[config.mk]
export PLATFORM = sky130hd
export DESIGN_NAME = fetch_subsystem
export DESIGN_NICKNAME = d
export VERILOG_FILES = /design/src/design/sysbus_pkg.sv /design/src/design/fetch_pkg.sv /design/src/design/sysbus_if.sv /design/src/design/line_fetch.sv /design/src/design/sysbus_arbiter.sv /design/src/design/fetch_subsystem.sv
export VERILOG_INCLUDE_DIRS = /design/src /design/src/include
export SDC_FILE = /design/constraint.sdc
export NUM_CORES = 1
export LEC_CHECK = 0
export ABC_AREA = 1
export BUFFER_PORTS_ARGS = -buffer_cell sky130_fd_sc_hd__buf_2
export CELL_PAD_IN_SITES_DETAIL_PLACEMENT = 1
export CELL_PAD_IN_SITES_GLOBAL_PLACEMENT = 1
export CORE_AREA = 2 2 521 523
export CTS_CLUSTER_DIAMETER = 100
export CTS_CLUSTER_SIZE = 16
export DETAILED_ROUTE_END_ITERATION = 8
export DIE_AREA = 0 0 523 525
export GPL_TIMING_DRIVEN = 1
export PLACE_DENSITY_LB_ADDON = 0.1
export SYNTH_ARGS = -nofsm -noshare
export SYNTH_HDL_FRONTEND = slang
export SYNTH_SLANG_ARGS = --single-unit
[constraint.sdc]
create_clock -name clk -period 16.7 [get_ports clk]
set_input_delay 4.175 -clock clk [delete_from_list [all_inputs] [get_ports clk]]
set_output_delay 4.175 -clock clk [all_outputs]
set_load 0.01 [all_outputs]
[src/include/sysbus_cmds.svh]
`ifndef SYSBUS_CMDS_SVH
`define SYSBUS_CMDS_SVH

// Command field in the top bit of a request tag
`define SYSBUS_READ     1'b1
`define SYSBUS_WRITE    1'b0

// Target codes in the middle four bits of a request tag
`define SYSBUS_MEMORY   4'b0001
`define SYSBUS_MMIO     4'b0011
`define SYSBUS_PORT     4'b0100
`define SYSBUS_IRQ      4'b1110

// Tag layout is {command, target, requester id}
`define SYSBUS_CMD_BITS     1
`define SYSBUS_TARGET_BITS  4

`endif

[src/design/sysbus_pkg.sv]
package sysbus_pkg;
    `include "sysbus_cmds.svh"

    localparam int BUS_DATA_WIDTH   = 64;
    localparam int BUS_TAG_WIDTH    = 13;
    localparam int TAG_CMD_WIDTH    = `SYSBUS_CMD_BITS;
    localparam int TAG_TARGET_WIDTH = `SYSBUS_TARGET_BITS;
    localparam int TAG_ID_WIDTH     = BUS_TAG_WIDTH - TAG_CMD_WIDTH - TAG_TARGET_WIDTH;
    localparam int NUM_MASTERS      = 2;

    typedef logic [BUS_DATA_WIDTH-1:0]      bus_data_t;
    typedef logic [TAG_ID_WIDTH-1:0]        tag_id_t;
    typedef logic [$clog2(NUM_MASTERS)-1:0] master_sel_t;

    typedef struct packed {
        logic [TAG_CMD_WIDTH-1:0]    cmd;
        logic [TAG_TARGET_WIDTH-1:0] target;
        tag_id_t                     id;      // Routes the response back
    } bus_tag_t;

    // Requester ids double as arbiter master indices
    localparam tag_id_t REQ_ID_IFETCH = 8'd0;
    localparam tag_id_t REQ_ID_DFETCH = 8'd1;

    function automatic bus_tag_t read_tag(tag_id_t id);
        bus_tag_t tag;
        tag.cmd    = `SYSBUS_READ;
        tag.target = `SYSBUS_MEMORY;
        tag.id     = id;
        return tag;
    endfunction

endpackage

[src/design/fetch_pkg.sv]
package fetch_pkg;

    localparam int ADDR_WIDTH       = 64;
    localparam int LINE_BITS        = 512;
    localparam int BEATS_PER_LINE   = 8;
    localparam int BEAT_BITS        = LINE_BITS / BEATS_PER_LINE;
    localparam int LINE_OFFSET_BITS = $clog2(LINE_BITS / 8);    // Byte offset in a line
    localparam int BEAT_COUNT_WIDTH = $clog2(BEATS_PER_LINE);

    typedef logic [LINE_BITS-1:0]        line_t;
    typedef logic [ADDR_WIDTH-1:0]       addr_t;
    typedef logic [BEAT_COUNT_WIDTH-1:0] beat_count_t;

endpackage

[src/design/sysbus_if.sv]
`timescale 1ns/10ps

interface sysbus_if;
    import sysbus_pkg::*;

    // Request channel
    logic      reqcyc;
    bus_data_t req;
    bus_tag_t  reqtag;
    logic      reqack;

    // Response channel
    logic      respcyc;
    bus_data_t resp;
    bus_tag_t  resptag;
    logic      respack;

    modport master (
        output reqcyc,
        output req,
        output reqtag,
        input  reqack,
        input  respcyc,
        input  resp,
        input  resptag,
        output respack
    );

    modport slave (
        input  reqcyc,
        input  req,
        input  reqtag,
        output reqack,
        output respcyc,
        output resp,
        output resptag,
        input  respack
    );

endinterface

[src/design/line_fetch.sv]
`timescale 1ns/10ps

module line_fetch (
    input  logic                clk,
    input  logic                reset,
    input  logic                start,
    input  fetch_pkg::addr_t    address,
    input  sysbus_pkg::tag_id_t req_id,
    output fetch_pkg::line_t    line,
    output logic                line_valid,
    output logic                busy,
    sysbus_if.master            bus
);
    import sysbus_pkg::*;
    import fetch_pkg::*;

    typedef enum logic [1:0] {
        S_IDLE,
        S_REQUEST,
        S_COLLECT
    } state_t;

    state_t      state;
    state_t      state_next;
    addr_t       line_addr;
    tag_id_t     id_q;
    beat_count_t beat_cnt;
    logic        beat_fire;
    logic        last_beat;

    assign beat_fire = bus.respcyc && bus.respack;
    assign last_beat = beat_fire && (beat_cnt == beat_count_t'(BEATS_PER_LINE - 1));

    always_comb begin
        state_next = state;
        case (state)
            S_IDLE: begin
                if (start) begin
                    state_next = S_REQUEST;
                end
            end
            S_REQUEST: begin
                if (bus.reqack) begin
                    state_next = S_COLLECT;
                end
            end
            S_COLLECT: begin
                if (last_beat) begin
                    state_next = S_IDLE;
                end
            end
            default: begin
                state_next = S_IDLE;
            end
        endcase
    end

    always_ff @(posedge clk) begin
        if (reset) begin
            state      <= S_IDLE;
            beat_cnt   <= '0;
            line_valid <= 1'b0;
        end else begin
            state      <= state_next;
            line_valid <= last_beat;                // One cycle after the eighth beat
            if (beat_fire) begin
                beat_cnt <= beat_cnt + 1'b1;        // Wraps to zero after the last beat
            end
        end
    end

    always_ff @(posedge clk) begin
        if (state == S_IDLE && start) begin
            line_addr <= {address[ADDR_WIDTH-1:LINE_OFFSET_BITS], {LINE_OFFSET_BITS{1'b0}}};
            id_q      <= req_id;
        end
        if (beat_fire) begin
            line[beat_cnt*BEAT_BITS +: BEAT_BITS] <= bus.resp;
        end
    end

    assign busy = (state != S_IDLE);

    assign bus.reqcyc  = (state == S_REQUEST);
    assign bus.req     = line_addr;
    assign bus.reqtag  = read_tag(id_q);
    assign bus.respack = (state == S_COLLECT);  // Never looks at respcyc

    a_no_start_while_busy: assert property (
        @(posedge clk) disable iff (reset)
        busy |-> !start
    ) else $error("line_fetch id %0d: start while busy", id_q);

    // Request must not move until the bus takes it
    a_request_stable: assert property (
        @(posedge clk) disable iff (reset)
        bus.reqcyc && !bus.reqack |=> bus.reqcyc && $stable(bus.req) && $stable(bus.reqtag)
    ) else $error("line_fetch id %0d: request changed before reqack", id_q);

endmodule

[src/design/sysbus_arbiter.sv]
`timescale 1ns/10ps

module sysbus_arbiter (
    input  logic                  clk,
    input  logic                  reset,
    sysbus_if.slave               m_ifetch,
    sysbus_if.slave               m_dfetch,
    output logic                  bus_reqcyc,
    output sysbus_pkg::bus_data_t bus_req,
    output sysbus_pkg::bus_tag_t  bus_reqtag,
    output logic                  bus_respack,
    input  logic                  bus_reqack,
    input  logic                  bus_respcyc,
    input  sysbus_pkg::bus_data_t bus_resp,
    input  sysbus_pkg::bus_tag_t  bus_resptag
);
    import sysbus_pkg::*;

    logic [NUM_MASTERS-1:0] pending;
    master_sel_t            rr_ptr;
    master_sel_t            grant;
    master_sel_t            grant_q;
    logic                   held;
    logic                   grant_dfetch;
    tag_id_t                resp_id;
    logic                   resp_to_ifetch;
    logic                   resp_to_dfetch;

    // Bit position is the requester id
    assign pending = {m_dfetch.reqcyc, m_ifetch.reqcyc};

    always_comb begin
        if (held) begin
            grant = grant_q;                        // Keep the bus steady until reqack
        end else if (pending[rr_ptr]) begin
            grant = rr_ptr;
        end else if (pending[master_sel_t'(rr_ptr + 1'b1)]) begin
            grant = master_sel_t'(rr_ptr + 1'b1);
        end else begin
            grant = rr_ptr;
        end
    end

    assign grant_dfetch = (grant == master_sel_t'(REQ_ID_DFETCH));

    assign bus_reqcyc = pending[grant];
    assign bus_req    = grant_dfetch ? m_dfetch.req : m_ifetch.req;
    assign bus_reqtag = grant_dfetch ? m_dfetch.reqtag : m_ifetch.reqtag;

    assign m_ifetch.reqack = bus_reqack && !grant_dfetch;
    assign m_dfetch.reqack = bus_reqack && grant_dfetch;

    always_ff @(posedge clk) begin
        if (reset) begin
            rr_ptr  <= '0;
            grant_q <= '0;
            held    <= 1'b0;
        end else begin
            grant_q <= grant;
            held    <= bus_reqcyc && !bus_reqack;
            if (bus_reqcyc && bus_reqack) begin
                rr_ptr <= master_sel_t'(grant + 1'b1);  // Other master first next time
            end
        end
    end

    // Response steering by tag id
    assign resp_id        = bus_resptag.id;
    assign resp_to_ifetch = (resp_id == REQ_ID_IFETCH);
    assign resp_to_dfetch = (resp_id == REQ_ID_DFETCH);

    assign m_ifetch.respcyc = bus_respcyc && resp_to_ifetch;
    assign m_ifetch.resp    = bus_resp;
    assign m_ifetch.resptag = bus_resptag;

    assign m_dfetch.respcyc = bus_respcyc && resp_to_dfetch;
    assign m_dfetch.resp    = bus_resp;
    assign m_dfetch.resptag = bus_resptag;

    assign bus_respack = bus_respcyc &&
                         ((resp_to_ifetch && m_ifetch.respack) ||
                          (resp_to_dfetch && m_dfetch.respack));

    a_ack_with_cyc: assert property (
        @(posedge clk) disable iff (reset)
        bus_reqack |-> bus_reqcyc
    ) else $error("sysbus_arbiter: bus_reqack without bus_reqcyc");

    a_resp_id_known: assert property (
        @(posedge clk) disable iff (reset)
        bus_respcyc |-> (resp_to_ifetch || resp_to_dfetch)
    ) else $error("sysbus_arbiter: response tag id %0h has no requester", resp_id);

endmodule

[src/design/fetch_subsystem.sv]
`timescale 1ns/10ps

module fetch_subsystem (
    input  logic                                    clk,
    input  logic                                    reset,

    // Instruction fetch port
    input  logic                                    ifetch_start,
    input  fetch_pkg::addr_t                        ifetch_address,
    output fetch_pkg::line_t                        ifetch_line,
    output logic                                    ifetch_valid,
    output logic                                    ifetch_busy,

    // Data fetch port
    input  logic                                    dfetch_start,
    input  fetch_pkg::addr_t                        dfetch_address,
    output fetch_pkg::line_t                        dfetch_line,
    output logic                                    dfetch_valid,
    output logic                                    dfetch_busy,

    // External system bus
    output logic                                    bus_reqcyc,
    output logic                                    bus_respack,
    output logic [sysbus_pkg::BUS_DATA_WIDTH-1:0]   bus_req,
    output logic [sysbus_pkg::BUS_TAG_WIDTH-1:0]    bus_reqtag,
    input  logic                                    bus_respcyc,
    input  logic                                    bus_reqack,
    input  logic [sysbus_pkg::BUS_DATA_WIDTH-1:0]   bus_resp,
    input  logic [sysbus_pkg::BUS_TAG_WIDTH-1:0]    bus_resptag
);
    import sysbus_pkg::*;

    sysbus_if if_ifetch ();
    sysbus_if if_dfetch ();

    line_fetch i_ifetch (
        .clk        (clk),
        .reset      (reset),
        .start      (ifetch_start),
        .address    (ifetch_address),
        .req_id     (REQ_ID_IFETCH),
        .line       (ifetch_line),
        .line_valid (ifetch_valid),
        .busy       (ifetch_busy),
        .bus        (if_ifetch.master)
    );

    line_fetch i_dfetch (
        .clk        (clk),
        .reset      (reset),
        .start      (dfetch_start),
        .address    (dfetch_address),
        .req_id     (REQ_ID_DFETCH),
        .line       (dfetch_line),
        .line_valid (dfetch_valid),
        .busy       (dfetch_busy),
        .bus        (if_dfetch.master)
    );

    sysbus_arbiter i_arbiter (
        .clk         (clk),
        .reset       (reset),
        .m_ifetch    (if_ifetch.slave),
        .m_dfetch    (if_dfetch.slave),
        .bus_reqcyc  (bus_reqcyc),
        .bus_req     (bus_req),
        .bus_reqtag  (bus_reqtag),
        .bus_respack (bus_respack),
        .bus_reqack  (bus_reqack),
        .bus_respcyc (bus_respcyc),
        .bus_resp    (bus_resp),
        .bus_resptag (bus_resptag)
    );

endmodule

==> metrics, run 1 <==
Reg power frac 0.538; DRT iter0 DRCs 2738; first-pass GRT wire length 350000 µm; Placer Congestion 0.782; Die Width 523 µm; min-delay src i_arbiter.rr_ptr$_SDFFE_PP0P_; vias per cell 3.90; Top Layer Used met5; status completed; CTS H-tree depth 3; r2r endpoint i_dfetch.line[79]$_DFFE_PP_; Core Area 0.269 mm²; Initial Util 0.160; hold_ws 497 ps; most frequent cells in the layout buf_2, edfxtp_1, nor2_1, nand2_1, nand3_1; Setup Crit Path Kind primary input to primary output; top cells by area, synth edfxtp_1, nor2_1, nand2_1; fin nets 4663; Peak VDD IR 0.0811 mV; Hold-fix buffers, CTS 0; CTS sink count 1155; CP Capture Type primary output; Total GRT Usage 0.195; Worst Path Arrival 5850 ps; synthesis-to-layout area growth 31.8%; Syn. warnings 0; final setup violation count 0; internal power 4440 µW; R2R Setup Slk 11230 ps; met2 WL 133000 µm; register area share after synthesis 0.802; post-route DRC violation count 0; Final Hold Viols 0; number of setup buffers added after CTS 0; die area 0.275 mm²; combinational power share 0.049; Routed met3 length 27900 µm; Worst-Skew Late Latency 780 ps; Remaining Overflow, GRT 0; TritonCTS clock tree built; share of cells above drive strength 1 0.341; # Max-Cap Violations 0; synthesized instance count 3194; CP Launch Type primary input; Netlist cell types 23; maximum number of pins on one net before global-route repair 68; Die Height 525 µm; RSZ-0062 raised after global routing false; Clock Power Share 0.414; worst setup slack after layout 6680 ps; LEAKAGE 0.0222 µW; Final Max Tran Viols 0; Max Freq 0.0998 GHz; Antenna Nets Post-Route 0; Net Sw Frac 0.248; Place WS 6480 ps; Hold Path Class register to register; setup TNS 0 ps; NetSw 1470 µW; post-CTS sizing 0; DRT met1 WL 109000 µm; worst-margin pin slew 1230 ps; Synth Register Bits 1155; largest area contributor in the netlist edfxtp_1; Worst-path clk slew 80 ps; worst hold stages 2; data required time of the worst path 12520 ps; Detail Placement HPWL 194000 µm; pwr dens 104 mW/mm²; PortBufs 1282; Inserted Clock Buffers 92; Synth Cell Area 0.0431 mm²; fin crit period 10020 ps; WL/cell 34.2 µm; vias post-DR 31500; root buf cell clkbuf_16; reg2reg start i_dfetch.beat_cnt[0]$_SDFFE_PP0P_; initial antenna violation count 79; vias in the first global route 32100; commonest non-fill, non-tap cell in the layout buf_2; I/O pin count 1318; final worst path period share 0.600; clock buffer depth 3; Row Count 191; Slew HR 0.181; Synth Area per Inst 13.5 µm²; Hold Path End i_arbiter.rr_ptr$_SDFFE_PP0P_; r2r worst-path depth 8; wirelength, routed 277000 µm; TritonRoute pass-1 iters 5; Clock Skews 68.5 ps; area share of the largest cell type after synthesis 0.795; crit-path max FO 5
routing by layer:
metal,track usage,vias up
met2,0.329,1519
met5,0,-
met4,0.0478,38
met1,0.237,16300
li1,-,13400
met3,0.0653,218
cells in the mapped netlist (all sizes together):
cell type / number
nand2: 331
clkinv: 3
conb: 2
nor4: 1
o21bai: 3
buf: 166
nand3: 247
o21ai: 6
nor2: 985
clkbuf: 52
or2: 2
dfxtp: 15
nor3: 99
inv: 120
a21oi: 12
ha: 10
edfxtp: 1140
power groups by stage:
stage / clock network [µW] / logic (µW) / registers (µW)
floorplan: 0 / 84.8 / 3240
global placement: 0 / 303 / 3240
detailed placement: 0 / 302 / 3240
CTS: 2550 / 303 / 3180
global route: 2620 / 312 / 3180
finish: 2440 / 288 / 3180
metrics by stage:
step / util / cells / power [µW] / instance area (µm²)
floorplan: - / 3210 / 3330 / 43100
global placement: 0.199 / 7918 / 3550 / 53700
detailed placement: 0.199 / 7918 / 3550 / 53700
CTS: 0.211 / 8060 / 6030 / 56700
global route: 0.211 / 8071 / 6120 / 56700
finish: 0.211 / 8089 / 5910 / 56800
cells by family (layout without fill, tap and decap cells):
kind of cell	after synthesis	after routing	synth area share
and+or+nand+nor	1665	1665	0.156
adders and majority gates	10	10	0.00290
AOI/OAI and AO/OA	21	21	0.00261
DFF	1155	1155	0.802
other	2	47	0.000174
buffers and inverters	341	1621	0.0365
layout make-up:
cell class	instances	area, µm²
Antenna cell	29	72.6
Inverter	123	468
Sequential cell	1155	34500
Timing Repair Buffer	1356	6970
Tap cell	3570	4470
Fill cell	30300	213000
Clock inverter	41	667
Multi-Input combinational cell	1714	7240
Clock buffer	101	2360
how the worst max path moves through the flow:
stage                         startpoint                      endpoint  slack (ps)  depth (start not counted)
after CTS                 bus_resptag[5]                   bus_respack        6480                          7
after floorplan           bus_resptag[1]  i_ifetch.line[256]$_DFFE_PP_        5340                          5
final                     bus_resptag[5]                   bus_respack        6680                          7
after global routing      bus_resptag[5]                   bus_respack        6460                          7
after detailed placement  bus_resptag[5]                   bus_respack        6480                          7
after global placement    bus_resptag[5]                   bus_respack        6470                          7
flip-flops by register name, summed over array words and instances, names as in the netlist:
| register | count |
|---|---|
| i_ifetch.state | 2 |
| i_dfetch.line_valid | 1 |
| i_dfetch.line | 512 |
| i_dfetch.beat_cnt | 3 |
| i_arbiter.rr_ptr | 1 |
| i_ifetch.bus.req | 58 |
| i_ifetch.beat_cnt | 3 |
| i_ifetch.line | 512 |
| i_arbiter.held | 1 |
| i_dfetch.state | 2 |
| i_ifetch.line_valid | 1 |
| i_dfetch.bus.req | 58 |
| i_arbiter.grant_q | 1 |
worst max-delay path, stage by stage:
cell and delay, ps:
buf_2 100, nor2_1 470, nand2_1 140, nor2_1 150
nand2_1 350, nand2_1 170, buf_2 250
Power figures use the tool's default switching activity.
==> inputs of run 2 (changes only) <==
--- a/config.mk
+++ b/config.mk
@@ -6,15 +6,15 @@
 export SDC_FILE = /design/constraint.sdc
 export NUM_CORES = 1
 export LEC_CHECK = 0
-export ABC_AREA = 1
+export ABC_AREA = 0
 export BUFFER_PORTS_ARGS = -buffer_cell sky130_fd_sc_hd__buf_2
 export CELL_PAD_IN_SITES_DETAIL_PLACEMENT = 1
 export CELL_PAD_IN_SITES_GLOBAL_PLACEMENT = 1
-export CORE_AREA = 2 2 521 523
+export CORE_AREA = 2 2 517 519
 export CTS_CLUSTER_DIAMETER = 100
 export CTS_CLUSTER_SIZE = 16
 export DETAILED_ROUTE_END_ITERATION = 8
-export DIE_AREA = 0 0 523 525
+export DIE_AREA = 0 0 519 521
 export GPL_TIMING_DRIVEN = 1
 export PLACE_DENSITY_LB_ADDON = 0.1
 export SYNTH_ARGS = -nofsm -noshare
==> constraint.sdc (replaced) <==
create_clock -name clk -period 8.7 [get_ports clk]
set_input_delay 2.175 -clock clk [delete_from_list [all_inputs] [get_ports clk]]
set_output_delay 2.175 -clock clk [all_outputs]
set_load 0.01 [all_outputs]
==> run 2 against run 1 <==
Effect of this change: first-iteration DRC count fell by 15%; clock power grew 83%; clock-buffer cell count grew 7; sequential power rose by 93%; wire length is 11% lower; via count shrank 12%; critical endpoint unchanged.
==> metrics, run 2 <==
status completed; # Max-Cap Violations 0 (unchanged); Final Hold Viols 0 (unchanged); DRT iter0 DRCs 2326 (-15%); Inserted Clock Buffers 91 (-1.1%); Hold-fix buffers, CTS 0 (unchanged); Die Height 521 µm (-0.76%); Placer Congestion 0.779 (-0.41%); Netlist cell types 49 (+110%); Slew HR 0.240 (+0.0586); final setup violation count 0 (unchanged); crit-path leading delay family simple AND/OR/NAND/NOR gates; CP Launch Type primary input; CTS sink count 1155 (unchanged); worst-margin pin slew 1140 ps (-90.6 ps); fin crit period 5870 ps; Remaining Overflow, GRT 0 (unchanged); Initial Util 0.161 (+0.00114); LEAKAGE 0.0235 µW (+5.9%); Peak VDD IR 0.142 mV (+75%); Antenna Nets Post-Route 0 (unchanged); root buf cell clkbuf_16; Die Width 519 µm (-0.76%); CP cell instances buf_2 > nor4b_2 > nand4_2 > buf_4 > nand2_1 > buf_2; Synth Cell Area 0.0426 mm² (-1.1%); register area share after synthesis 0.811 (+0.00923); WL/cell 32.4 µm (-5.4%); data required time of the worst path 6530 ps (-5990 ps); Synth Area per Inst 16.1 µm² (+20%); RSZ-0062 raised after global routing false; Total GRT Usage 0.176 (-0.0193); PortBufs 1282 (unchanged); Core Area 0.264 mm² (-1.8%); CP Capture Type primary output; die area 0.270 mm² (-1.5%); most instantiated library cell after synthesis edfxtp_1; Hold Path Class register to register; largest area contributor in the netlist edfxtp_1; number of setup buffers added after CTS 0 (unchanged); Placed Cells 7396 (-6.6%); clock buffer depth 3 (unchanged); synthesis-to-layout area growth 32.2%; Commonest cells post-synth edfxtp_1, nor2_1, and2_1, nand2_1, buf_2; pwr dens 200 mW/mm² (+92%); post-CTS sizing 0 (unchanged); Worst-Skew Late Latency 740 ps (-40 ps); commonest non-fill, non-tap cell in the layout buf_2; area share of the largest cell type after synthesis 0.804 (+0.00915); Total Power 11200 µW (+90%); Place WS 2800 ps (-3680 ps); Worst-path clk slew 80 ps (about the same); internal power 8460 µW (+90%); TritonRoute pass-1 iters 5 (unchanged); CP max stage delay 640 ps (+170 ps); fin nets 4177 (-10%); fraction of registers with async set/reset 0 (unchanged); NetSw 2790 µW (+90%); Post-synth EDFFs 1140 (unchanged); Row Count 189 (-1.0%); Final Max Tran Viols 0 (unchanged); Setup Crit Path Kind primary input to primary output; Detail Placement HPWL 170000 µm (-12%); Clock Skews 32.7 ps (-35.8 ps); Final Non-Filler Cells 7589 (-6.2%); Syn. warnings 0 (unchanged); synthesized instance count 2637 (-17%); vias per cell 3.67 (-5.9%); Worst Path Arrival 3690 ps (-2160 ps); I/O pin count 1318 (unchanged); Bufs and invs on worst path 3 (+1); most frequent CP cell buf_2; share of cells above drive strength 1 0.390 (+0.0487); hold_ws 533 ps (+35.5 ps); maximum number of pins on one net before global-route repair 65 (-4.4%); Slowest cell on crit path nor4b_2; worst setup slack after layout 2830 ps (-3840 ps); most frequent cells in the layout buf_2, edfxtp_1, nor2_1, and2_1, nand2_1; Max Freq 0.170 GHz; fillers 29400 (-2.9%); initial antenna violation count 85 (+7.6%); vias in the first global route 27700 (-14%); combinational power share 0.057 (+0.008); Net Sw Frac 0.248 (about the same); top cells by area, synth edfxtp_1, and2_1, nor2_1; biggest regs i_dfetch.line x512, i_ifetch.line x512; Reg power frac 0.546 (+0.008); crit-path max FO 9 (+4); Synth Register Bits 1155 (unchanged); final worst path period share 0.674; ys flop type edfxtp_1; post-route DRC violation count 0 (unchanged); first-pass GRT wire length 311000 µm (-11%); Clock Power Share 0.397 (-0.017); vias post-DR 27800 (-12%); wirelength, routed 246000 µm (-11%); TritonCTS clock tree built; CTS H-tree depth 3 (unchanged)
## run 2: cell count changes in the layout (fill, tap and decap cells not counted), moves of 10 or more
| cell | before | now |
|---|---|---|
| and2_1 | 0 | 513 |
| nor2_1 | 976 | 526 |
| nand3_1 | 244 | 2 |
| nand2_1 | 327 | 130 |
| inv_1 | 110 | 11 |
| nor3_1 | 87 | 4 |
| mux2_2 | 0 | 37 |
| diode_2 | 29 | 50 |
| mux2_1 | 0 | 21 |
| a21oi_1 | 12 | 2 |
## run 2: power groups by stage
stage	Clock, µW	Combinational, µW	Sequential, µW
4_1_cts	4650	683	6140
6_report	4470	641	6140
5_1_grt	4810	700	6150
2_1_floorplan	0	254	6260
3_3_place_gp	0	683	6270
3_5_place_dp	0	680	6270
## run 2: cell families after synthesis
kind of cell,count (synthesis),share of synthesized area
compound gates,12,0.00259
buf+inv,160,0.0213
other cells,2,0.000176
simple gates,1234,0.145
fa+ha+maj,10,0.00294
flops,1155,0.811
mux,62,0.0163
xor+xnor,2,0.000411
## run 2: area by class of cell
cell class / count / area (µm²) / share of cell area
Inverter: 11 / 41.3 / 0.000733
Timing Repair Buffer: 1359 / 7010 / 0.124
Antenna cell: 50 / 125 / 0.00222
Tap cell: 3533 / 4420 / 0.0785
Sequential cell: 1155 / 34500 / 0.614
Multi-Input combinational cell: 1338 / 7350 / 0.130
Clock inverter: 35 / 455 / 0.00809
Clock buffer: 108 / 2360 / 0.0420
## run 2: stage by stage
| stage | utilization | cell area [µm²] | setup TNS, ps |
|---|---|---|---|
| after floorplan | - | 42700 | -280910 |
| after global routing | 0.213 | 56200 | 0 |
| after CTS | 0.212 | 56200 | 0 |
| final | 0.213 | 56300 | 0 |
| after global placement | 0.202 | 53400 | 0 |
| after detailed placement | 0.202 | 53400 | 0 |
## run 2: metal layers
metal | wire [µm] | part of all wire | track usage | vias up
li1 | - | - | - | 11800
met4 | 5160 | 0.021 | 0.0347 | 30
met5 | 169 | 0.00069 | 0 | -
met1 | 98900 | 0.40 | 0.216 | 14400
met2 | 120000 | 0.49 | 0.301 | 1334
met3 | 21400 | 0.087 | 0.0550 | 211
## run 2: worst paths after layout
kind | start | to | slack (ps) | cells after the start
worst max-delay path | bus_resptag[7] | bus_respack | 2830 | 6
worst min register to register | i_ifetch.state[1]$_SDFFE_PP0P_ | i_ifetch.state[1]$_SDFFE_PP0P_ | 530 | 1
worst max register to register | i_ifetch.beat_cnt[0]$_SDFFE_PP0P_ | i_ifetch.line[192]$_DFFE_PP_ | 4520 | 7
worst min-delay path | i_ifetch.state[1]$_SDFFE_PP0P_ | i_ifetch.state[1]$_SDFFE_PP0P_ | 530 | 1
## run 2: worst reg2reg max path, stage by stage (launching register included)
cell and delay [ps]:
dfxtp_4 500, inv_1 130, ha_1 220, ha_1 360
nor2_1 690, nand2b_1 420, nor2_4 680, buf_4 760
